**src/syscfg_pkg.sv**
```systemverilog
package syscfg_pkg;

    localparam int ADDR_WIDTH  = 32;
    localparam int DATA_WIDTH  = 32;
    localparam int STRB_WIDTH  = DATA_WIDTH / 8;
    localparam int INDEX_WIDTH = ADDR_WIDTH - $clog2(STRB_WIDTH);

    localparam int NUM_MEMS    = 2;
    localparam int NUM_PERIPHS = 4;
    localparam int NUM_CORES   = 2;
    localparam int NUM_TGTS    = 8;

    localparam int TGT_IDX_WIDTH  = $clog2(NUM_TGTS);
    localparam int CORE_IDX_WIDTH = $clog2(NUM_CORES);

    // Target numbering: memories, then peripherals, then cores
    localparam int MEM_TGT0    = 0;
    localparam int PERIPH_TGT0 = 2;
    localparam int CORE_TGT0   = 6;

    // Word index bases of the three register regions
    localparam int MEM_BASE    = 'h100;
    localparam int PERIPH_BASE = 'h200;
    localparam int CORE_BASE   = 'h400;

    localparam int MEM_STRIDE    = 2;
    localparam int PERIPH_STRIDE = 2;
    localparam int CORE_STRIDE   = 4;
    localparam int SLOT_WIDTH    = $clog2(CORE_STRIDE);

    // Register slots inside one target block
    localparam int OFS_STATUS    = 0;
    localparam int OFS_MAESTRO   = 1;
    localparam int OFS_BOOT_ADDR = 2;
    localparam int OFS_IRQ_EN    = 3;

    localparam logic [ADDR_WIDTH-1:0] BOOT_ADDR = '0;

    typedef logic [ADDR_WIDTH-1:0]  addr_t;
    typedef logic [DATA_WIDTH-1:0]  data_t;
    typedef logic [STRB_WIDTH-1:0]  strb_t;
    typedef logic [INDEX_WIDTH-1:0] index_t;

    typedef enum logic [2:0] {
        CMD_NONE   = 3'd0,
        CMD_RESUME = 3'd1,
        CMD_PAUSE  = 3'd2,
        CMD_STOP   = 3'd3,
        CMD_RESET  = 3'd4
    } maestro_cmd_e;

    typedef enum logic [1:0] {
        ST_IDLE,
        ST_PAUSING,
        ST_RESUMING
    } maestro_state_e;

    typedef struct packed {
        addr_t paddr;
        logic  psel;
        logic  penable;
        logic  pwrite;
        data_t pwdata;
        strb_t pstrb;
    } apb_req_t;

    typedef struct packed {
        data_t prdata;
        logic  pready;
        logic  pslverr;
    } apb_rsp_t;

    typedef struct packed {
        logic   valid;
        logic   write;
        index_t index;
        data_t  wdata;
        data_t  mask;
    } reg_req_t;

    typedef struct packed {
        data_t rdata;
        logic  err;
    } reg_rsp_t;

    typedef struct packed {
        logic srst;
        logic pause_req;
    } tgt_ctrl_t;

    typedef struct packed {
        logic paused;
        logic stopped;
    } tgt_status_t;

endpackage

```
**src/apb_slave_port.sv**
```systemverilog
`timescale 1ns/1ps

module apb_slave_port (
    input  logic                  seq,
    input  logic                  rst,
    input  syscfg_pkg::apb_req_t  apb_req,
    output syscfg_pkg::apb_rsp_t  apb_rsp,
    input  logic                  busy,
    output syscfg_pkg::reg_req_t  reg_req,
    input  syscfg_pkg::reg_rsp_t  reg_rsp
);

    import syscfg_pkg::*;

    logic  pready;
    logic  pslverr;
    data_t prdata;
    logic  pending;
    logic  finished;

    // A transfer is taken once, in the first cycle of psel
    assign pending  = apb_req.psel && !pready && !busy;
    assign finished = apb_req.psel && apb_req.penable && pready;

    always_comb begin
        reg_req.valid = pending;
        reg_req.write = apb_req.pwrite;
        reg_req.index = apb_req.paddr[ADDR_WIDTH-1:$clog2(STRB_WIDTH)];
        reg_req.wdata = apb_req.pwdata;
        // Byte strobes to bit mask
        for (int i = 0; i < STRB_WIDTH; i++) begin
            reg_req.mask[i*8 +: 8] = apb_req.pstrb[i] ? 8'hff : 8'h00;
        end
    end

    always_ff @(posedge seq) begin
        if (rst) begin
            pready  <= 1'b0;
            pslverr <= 1'b0;
            prdata  <= '0;
        end else if (pending) begin
            pready  <= 1'b1;
            pslverr <= reg_rsp.err;
            prdata  <= apb_req.pwrite ? '0 : reg_rsp.rdata;
        end else if (finished) begin
            // Access phase done, back to idle
            pready  <= 1'b0;
            pslverr <= 1'b0;
            prdata  <= '0;
        end
    end

    always_comb begin
        apb_rsp.prdata  = prdata;
        apb_rsp.pready  = pready;
        apb_rsp.pslverr = pslverr;
    end

endmodule

```
**src/target_maestro.sv**
```systemverilog
`timescale 1ns/1ps

module target_maestro (
    input  logic                      seq,
    input  logic                      rst,
    input  syscfg_pkg::maestro_cmd_e  cmd,
    output logic                      done,
    input  logic                      pause_ack,
    output syscfg_pkg::tgt_ctrl_t     ctrl,
    output syscfg_pkg::tgt_status_t   status
);

    import syscfg_pkg::*;

    maestro_state_e state_q;
    logic           srst_q;
    logic           pause_req_q;
    logic           paused_q;
    logic           stopped_q;
    logic           known_cmd;

    assign known_cmd = (cmd == CMD_RESUME) || (cmd == CMD_PAUSE) ||
                       (cmd == CMD_STOP) || (cmd == CMD_RESET);

    always_comb begin
        done = 1'b0;
        case (state_q)
            ST_IDLE:     done = (cmd != CMD_NONE) && !known_cmd;
            // Reset falls through to the resume phase instead
            ST_PAUSING:  done = pause_ack && (cmd != CMD_RESET);
            ST_RESUMING: done = !pause_req_q && !pause_ack;
            default:     done = 1'b0;
        endcase
    end

    always_ff @(posedge seq) begin
        if (rst) begin
            state_q     <= ST_IDLE;
            srst_q      <= 1'b1;
            pause_req_q <= 1'b0;
            paused_q    <= 1'b0;
            stopped_q   <= 1'b1;
        end else begin
            case (state_q)
                ST_IDLE: begin
                    if (cmd == CMD_RESUME) begin
                        srst_q      <= 1'b0;
                        pause_req_q <= 1'b0;
                        state_q     <= ST_RESUMING;
                    end else if (cmd == CMD_PAUSE || cmd == CMD_STOP || cmd == CMD_RESET) begin
                        pause_req_q <= 1'b1;
                        state_q     <= ST_PAUSING;
                    end
                end
                ST_PAUSING: begin
                    if (pause_ack) begin
                        paused_q <= 1'b1;
                        if (cmd != CMD_PAUSE) begin
                            srst_q    <= 1'b1;
                            stopped_q <= 1'b1;
                        end
                        state_q <= (cmd == CMD_RESET) ? ST_RESUMING : ST_IDLE;
                    end
                end
                ST_RESUMING: begin
                    // srst held at least one cycle after a reset
                    srst_q      <= 1'b0;
                    pause_req_q <= 1'b0;
                    if (done) begin
                        paused_q  <= 1'b0;
                        stopped_q <= 1'b0;
                        state_q   <= ST_IDLE;
                    end
                end
                default: state_q <= ST_IDLE;
            endcase
        end
    end

    always_comb begin
        ctrl.srst      = srst_q;
        ctrl.pause_req = pause_req_q;
        status.paused  = paused_q;
        status.stopped = stopped_q;
    end

endmodule

```
**src/syscfg_regs.sv**
```systemverilog
`timescale 1ns/1ps

module syscfg_regs (
    input  logic                      seq,
    input  logic                      rst,
    input  syscfg_pkg::reg_req_t      reg_req,
    output syscfg_pkg::reg_rsp_t      reg_rsp,
    output logic                      busy,
    output syscfg_pkg::maestro_cmd_e  cmd [syscfg_pkg::NUM_TGTS],
    input  logic [syscfg_pkg::NUM_TGTS-1:0]    done,
    input  syscfg_pkg::tgt_status_t   status [syscfg_pkg::NUM_TGTS],
    input  logic [syscfg_pkg::NUM_PERIPHS-1:0] periph_irq,
    output syscfg_pkg::addr_t         core_boot_addr [syscfg_pkg::NUM_CORES],
    output logic [syscfg_pkg::NUM_CORES-1:0]   core_irq
);

    import syscfg_pkg::*;

    maestro_cmd_e cmd_q [NUM_TGTS];
    addr_t        boot_addr_q [NUM_CORES];
    data_t        irq_en_q [NUM_CORES];
    logic         bootstrap_q;

    // Decoded request
    index_t                    idx;
    index_t                    rel;
    logic                      hit;
    logic [TGT_IDX_WIDTH-1:0]  tgt;
    logic [CORE_IDX_WIDTH-1:0] core;
    logic [SLOT_WIDTH-1:0]     slot;

    logic wr;
    logic maestro_wr;
    logic boot_wr;
    logic irq_wr;

    assign idx = reg_req.index;

    always_comb begin
        hit  = 1'b0;
        rel  = '0;
        tgt  = '0;
        core = '0;
        slot = '0;
        if (idx >= MEM_BASE && idx < MEM_BASE + NUM_MEMS * MEM_STRIDE) begin
            hit  = 1'b1;
            rel  = idx - index_t'(MEM_BASE);
            tgt  = TGT_IDX_WIDTH'(rel / MEM_STRIDE + MEM_TGT0);
            slot = SLOT_WIDTH'(rel % MEM_STRIDE);
        end else if (idx >= PERIPH_BASE && idx < PERIPH_BASE + NUM_PERIPHS * PERIPH_STRIDE) begin
            hit  = 1'b1;
            rel  = idx - index_t'(PERIPH_BASE);
            tgt  = TGT_IDX_WIDTH'(rel / PERIPH_STRIDE + PERIPH_TGT0);
            slot = SLOT_WIDTH'(rel % PERIPH_STRIDE);
        end else if (idx >= CORE_BASE && idx < CORE_BASE + NUM_CORES * CORE_STRIDE) begin
            hit  = 1'b1;
            rel  = idx - index_t'(CORE_BASE);
            core = CORE_IDX_WIDTH'(rel / CORE_STRIDE);
            tgt  = TGT_IDX_WIDTH'(rel / CORE_STRIDE + CORE_TGT0);
            slot = SLOT_WIDTH'(rel % CORE_STRIDE);
        end
    end

    // Read data and error, same cycle as the request
    always_comb begin
        reg_rsp.rdata = '0;
        reg_rsp.err   = 1'b0;
        if (!hit) begin
            reg_rsp.err = 1'b1;
        end else begin
            case (slot)
                SLOT_WIDTH'(OFS_STATUS): begin
                    reg_rsp.rdata[0] = status[tgt].paused;
                    reg_rsp.rdata[1] = status[tgt].stopped;
                    reg_rsp.err      = reg_req.write;
                end
                SLOT_WIDTH'(OFS_MAESTRO): begin
                    reg_rsp.rdata = DATA_WIDTH'(cmd_q[tgt]);
                    reg_rsp.err   = reg_req.write && (cmd_q[tgt] != CMD_NONE);
                end
                SLOT_WIDTH'(OFS_BOOT_ADDR): begin
                    reg_rsp.rdata = boot_addr_q[core];
                end
                default: begin
                    reg_rsp.rdata = irq_en_q[core];
                end
            endcase
        end
    end

    assign wr         = reg_req.valid && reg_req.write && !reg_rsp.err;
    assign maestro_wr = wr && (slot == SLOT_WIDTH'(OFS_MAESTRO));
    assign boot_wr    = wr && (slot == SLOT_WIDTH'(OFS_BOOT_ADDR));
    assign irq_wr     = wr && (slot == SLOT_WIDTH'(OFS_IRQ_EN));

    always_ff @(posedge seq) begin
        if (rst) begin
            for (int t = 0; t < NUM_TGTS; t++) begin
                cmd_q[t] <= CMD_NONE;
            end
            for (int c = 0; c < NUM_CORES; c++) begin
                boot_addr_q[c] <= BOOT_ADDR;
                irq_en_q[c]    <= '0;
            end
            bootstrap_q <= 1'b1;
        end else begin
            for (int t = 0; t < NUM_TGTS; t++) begin
                if (done[t]) begin
                    cmd_q[t] <= CMD_NONE;
                end
            end
            if (bootstrap_q) begin
                // Start memory 0, then core 0, one at a time
                if (cmd_q[MEM_TGT0] == CMD_NONE && cmd_q[CORE_TGT0] == CMD_NONE) begin
                    if (status[MEM_TGT0].stopped) begin
                        cmd_q[MEM_TGT0] <= CMD_RESUME;
                    end else if (status[CORE_TGT0].stopped) begin
                        cmd_q[CORE_TGT0] <= CMD_RESUME;
                    end else begin
                        bootstrap_q <= 1'b0;
                    end
                end
            end else if (maestro_wr) begin
                cmd_q[tgt] <= maestro_cmd_e'(reg_req.wdata[2:0] & reg_req.mask[2:0]);
            end
            if (boot_wr) begin
                boot_addr_q[core] <= (reg_req.wdata & reg_req.mask) |
                                     (boot_addr_q[core] & ~reg_req.mask);
            end
            if (irq_wr) begin
                irq_en_q[core] <= (reg_req.wdata & reg_req.mask) |
                                  (irq_en_q[core] & ~reg_req.mask);
            end
        end
    end

    assign busy = bootstrap_q;
    assign cmd  = cmd_q;

    always_comb begin
        for (int c = 0; c < NUM_CORES; c++) begin
            core_boot_addr[c] = boot_addr_q[c];
            core_irq[c]       = 1'b0;
            for (int p = 0; p < NUM_PERIPHS; p++) begin
                core_irq[c] = core_irq[c] | (irq_en_q[c][p] & periph_irq[p]);
            end
        end
    end

endmodule

```
**src/syscfg_top.sv**
```systemverilog
`timescale 1ns/1ps

module syscfg_top (
    input  logic                               seq,
    input  logic                               rst,
    input  syscfg_pkg::apb_req_t               apb_req,
    output syscfg_pkg::apb_rsp_t               apb_rsp,
    input  logic [syscfg_pkg::NUM_TGTS-1:0]    tgt_pause_ack,
    output syscfg_pkg::tgt_ctrl_t              tgt_ctrl [syscfg_pkg::NUM_TGTS],
    input  logic [syscfg_pkg::NUM_PERIPHS-1:0] periph_irq,
    output syscfg_pkg::addr_t                  core_boot_addr [syscfg_pkg::NUM_CORES],
    output logic [syscfg_pkg::NUM_CORES-1:0]   core_irq
);

    import syscfg_pkg::*;

    reg_req_t            reg_req;
    reg_rsp_t            reg_rsp;
    logic                busy;
    maestro_cmd_e        cmd [NUM_TGTS];
    logic [NUM_TGTS-1:0] done;
    tgt_status_t         status [NUM_TGTS];

    apb_slave_port i_apb_slave_port (
        .seq     (seq),
        .rst     (rst),
        .apb_req (apb_req),
        .apb_rsp (apb_rsp),
        .busy    (busy),
        .reg_req (reg_req),
        .reg_rsp (reg_rsp)
    );

    syscfg_regs i_syscfg_regs (
        .seq            (seq),
        .rst            (rst),
        .reg_req        (reg_req),
        .reg_rsp        (reg_rsp),
        .busy           (busy),
        .cmd            (cmd),
        .done           (done),
        .status         (status),
        .periph_irq     (periph_irq),
        .core_boot_addr (core_boot_addr),
        .core_irq       (core_irq)
    );

    // One sequencer per target
    for (genvar t = 0; t < NUM_TGTS; t++) begin : g_maestro
        target_maestro i_target_maestro (
            .seq       (seq),
            .rst       (rst),
            .cmd       (cmd[t]),
            .done      (done[t]),
            .pause_ack (tgt_pause_ack[t]),
            .ctrl      (tgt_ctrl[t]),
            .status    (status[t])
        );
    end

endmodule

```
**config.mk**
```make
export PLATFORM = sky130hd
export DESIGN_NAME = syscfg_top
export DESIGN_NICKNAME = d
export VERILOG_FILES = /design/src/syscfg_pkg.sv /design/src/apb_slave_port.sv /design/src/target_maestro.sv /design/src/syscfg_regs.sv /design/src/syscfg_top.sv
export SDC_FILE = /design/constraint.sdc
export NUM_CORES = 1
export LEC_CHECK = 0
export ABC_AREA = 1
export BUFFER_PORTS_ARGS = -buffer_cell sky130_fd_sc_hd__buf_2
export CELL_PAD_IN_SITES_DETAIL_PLACEMENT = 2
export CELL_PAD_IN_SITES_GLOBAL_PLACEMENT = 2
export CORE_AREA = 2 2 211 172
export CTS_CLUSTER_SIZE = 12
export DETAILED_ROUTE_END_ITERATION = 8
export DIE_AREA = 0 0 213 174
export PLACE_DENSITY_LB_ADDON = 0.1
export SYNTH_ARGS = -nofsm -noshare
export SYNTH_HDL_FRONTEND = slang
export SYNTH_SLANG_ARGS = --single-unit
```
**constraint.sdc**
```tcl
create_clock -name seq -period 5.2 [get_ports seq]
set_input_delay 0.26 -clock seq [delete_from_list [all_inputs] [get_ports seq]]
set_output_delay 0.26 -clock seq [all_outputs]
set_load 0.01 [all_outputs]
```
==> impl_metrics.ini <==
[pwr]
powerDensity_mw_per_mm2 = 303
leakagePower_nw = 6.57
ir_worst_vdd_mv = 0.243

[grt]
grt_use_met3_pct = 3.52
use_met2_pct = 39.0
grt_pass1_wl_um = 70700
grt_max_degree = 60
use_met1_pct = 35.1
first_global_vias = 12397
grt-ovfl-total = 0
grt_use_total_pct = 24.3
antenna_found_initial = 4
busiest_layer = met2

[timing]
hold_slack_ps = 22.9
setup_tns_ps = 0
fin_crit_ps = 3670
slew_headroom_pct = 32.1
setup_viol = 0
rsz0062_at_grt = false
fin_skew_ps = 19.6
max_freq_mhz = 273
slew_violations = 0
max_slew.worst_pin.slew_ps = 1020
period_share_pct = 70.5
hold_violations = 0

[clock_tree]
cts_resized = 0
ctsHtreeMaxLevel = 1
clkSinkCount = 235
cts_tree = built
clock_latency_ps = 560
numCtsBuffers = 28
cts_buffer_depth = 3
root_buffer = clkbuf_16
clkTransAtPathRegs_ps = 70

[critical_path]
worstPathArrival_ps = 3850
r2r-start = i_syscfg_regs.busy
rrSetupSlack_ps = 2240
r2r-end = i_syscfg_regs.irq_en_q[1][12]
cp_max_fo = 33
cp-start-kind = primary input
ff2ff_path_depth = 10
crit_path_end_kind = register
worstSetupPathType = in2reg
crit_required_ps = 5380

[logic_synthesis]
synth_cells = 1575
synth_seq_cells = 235
synth_top_cell_by_area = edfxtp_1
synth_common_cells = nand2_1, nor2_1, inv_1, edfxtp_1, o21ai_0
avgSynthCellArea_sq_um = 7.91
synthAdderAreaFrac_pct = 0.100
synth-simple-area-share_pct = 24.7
synth_edf_count = 128
synth_ff_type = edfxtp_1
syn_nets = 1661
synth_area_leaders = edfxtp_1, dfxtp_1, nand2_1
synthMostInstantiatedCell = nand2_1
synth_top_family_by_area = simple AND/OR/NAND/NOR gates
synth_compound_area_share_pct = 12.2
ys_seq_area_share_pct = 48.1
async_flop_share_pct = 0
synth_top_area_share_pct = 30.9
synth.distinct_cells = 45
yosys_warnings = 0
synth-xor-area-share_pct = 0
synth_mux_area_share_pct = 4.90
syn_area_sq_mm = 0.0125

[run]
drv_cap = 0

[floorplanning]
fp.dieArea_sq_mm = 0.0371
ios = 201
fp.dieW_um = 213
fp.dieH_um = 174
placementRows = 62
start_util_pct = 35.4
core_area_sq_mm = 0.0351

[layout]
area_delta_synth_final_pct = 17.9
utilization_pct = 41.8
nNetsFinal = 1837
fin_cells = 2258
drive_gt1_share_pct = 16.8

[route]
drtIter0Drc = 591
drc_errors = 0
vias = 11535
dr.pass1.iters = 5
routed_wl_um = 45000
ant_nets = 0
via_per_inst = 5.11
routedWlPerCell_um = 19.9

[min_path]
min_to = g_maestro[0].i_target_maestro.state_q[0]
hp-start = tgt_pause_ack[0]
hold_class = in2reg
whs_path_depth = 4

[placed_design]
dp.cells = 2200
gp_congestion = 0.852
dpl.hpwl_um = 31800
port_buffers = 198

[outcome]
status = completed
-- metrics by stage --
step / worst slack (ps) / total power, mW / area (sq um)
after floorplan: 1630 / 2.36 / 12500
after global placement: 1080 / 2.51 / 13800
after detailed placement: 1010 / 2.52 / 13800
after CTS: 1570 / 4.50 / 14700
after global routing: 1180 / 4.64 / 14700
final: 1530 / 4.45 / 14700
-- per-layer routing --
metal	vias to the layer above	wire length [um]
li1	5571	-
met1	5717	22100
met2	217	20400
met3	30	1960
met4	0	539
met5	-	0
-- worst max-delay path by stage --
stage	endpoint	slack, ps	from	cells after the start
2_1_floorplan	i_syscfg_regs.irq_en_q[0][0]	1630	apb_req[43]	20
3_3_place_gp	i_syscfg_regs.irq_en_q[0][11]	1080	apb_req[43]	24
3_5_place_dp	i_syscfg_regs.irq_en_q[1][11]	1010	apb_req[43]	24
4_1_cts	i_syscfg_regs.irq_en_q[1][12]	1570	apb_req[43]	24
5_1_grt	i_syscfg_regs.irq_en_q[1][12]	1180	apb_req[43]	24
6_report	i_syscfg_regs.irq_en_q[1][12]	1530	apb_req[43]	24
-- area by class of cell --
type                            instances  area (sq um)
Antenna cell                            5          12.5
Clock buffer                           44           812
Clock inverter                          8          88.8
Fill cell                            4025         20500
Inverter                              215           811
Multi-Input combinational cell       1053          5230
Sequential cell                       235          5990
Tap cell                              480           601
Timing Repair Buffer                  218          1150
-- kinds of logic after synthesis --
kind of cell | count (synthesis)
simple gates | 718
buf+inv | 287
compound gates | 273
flops | 235
mux | 61
fa+ha+maj | 1
-- where the power goes --
group          internal [mW]  switching, mW  total (mW)  leakage [nW]
clock network           1.16          0.805        1.97         0.443
logic                  0.133          0.280       0.413          4.00
registers               2.03         0.0466        2.07          2.13
-- critical path, stage by stage --
cell and delay (ps):
buf_2 100, inv_1 180, ha_1 270, nand2_1 80, nand2_1 80, nand2_1 70, nand2_1 100, nand3_2 120
nand2_2 90, a21oi_2 440, nand2_1 110, nand3_1 110, nand2_1 60, clkinv_1 50, nand2_1 60, nor2_1 90
nand2_1 80, a21oi_2 220, nand2_2 120, nor2_8 180, nand3_4 70, buf_4 290, nand2_1 110, buf_4 450
-- timing repair --
action                                 4_1_cts  5_1_grt
buffers inserted                             0        0
hold buffers                                 1        0
endpoints found under the hold margin        1        0
-- registers in the layout, summed over array words and instances (netlist names), 8 cells and up --
| register | cells |
|---|---|
| g_maestro.i_target_maestro.pause_req_q | 8 |
| g_maestro.i_target_maestro.paused_q | 8 |
| g_maestro.i_target_maestro.srst_q | 8 |
| g_maestro.i_target_maestro.state_q | 16 |
| g_maestro.i_target_maestro.stopped_q | 8 |
| i_apb_slave_port.prdata | 32 |
| i_syscfg_regs.boot_addr_q | 64 |
| i_syscfg_regs.cmd | 24 |
| i_syscfg_regs.irq_en_q | 64 |
-- cell usage in the layout (no fill, tap or decap), types with 2 or more instances in the layout --
cell,count
a31oi_1,2
nand2_2,5
diode_2,5
nand2_4,2
nand3_1,63
nand3_4,6
nor4_1,5
nand3_2,2
buf_4,20
buf_2,197
nand2_1,332
nor3_1,15
a21oi_1,92
clkbuf_1,12
inv_1,206
clkinv_2,6
nor2_8,2
o211ai_1,8
dfxtp_1,107
clkbuf_8,3
clkinv_1,2
a21oi_2,3
nor2_1,241
inv_2,6
o32ai_1,2
nand4_1,31
a221oi_1,4
o2111ai_1,5
nor2_2,11
o311ai_0,3
mux2i_1,61
edfxtp_1,128
clkbuf_16,29
a311oi_1,2
bufinv_16,2
o21ai_0,110
o22ai_1,37
Power figures use the tool's default switching activity.
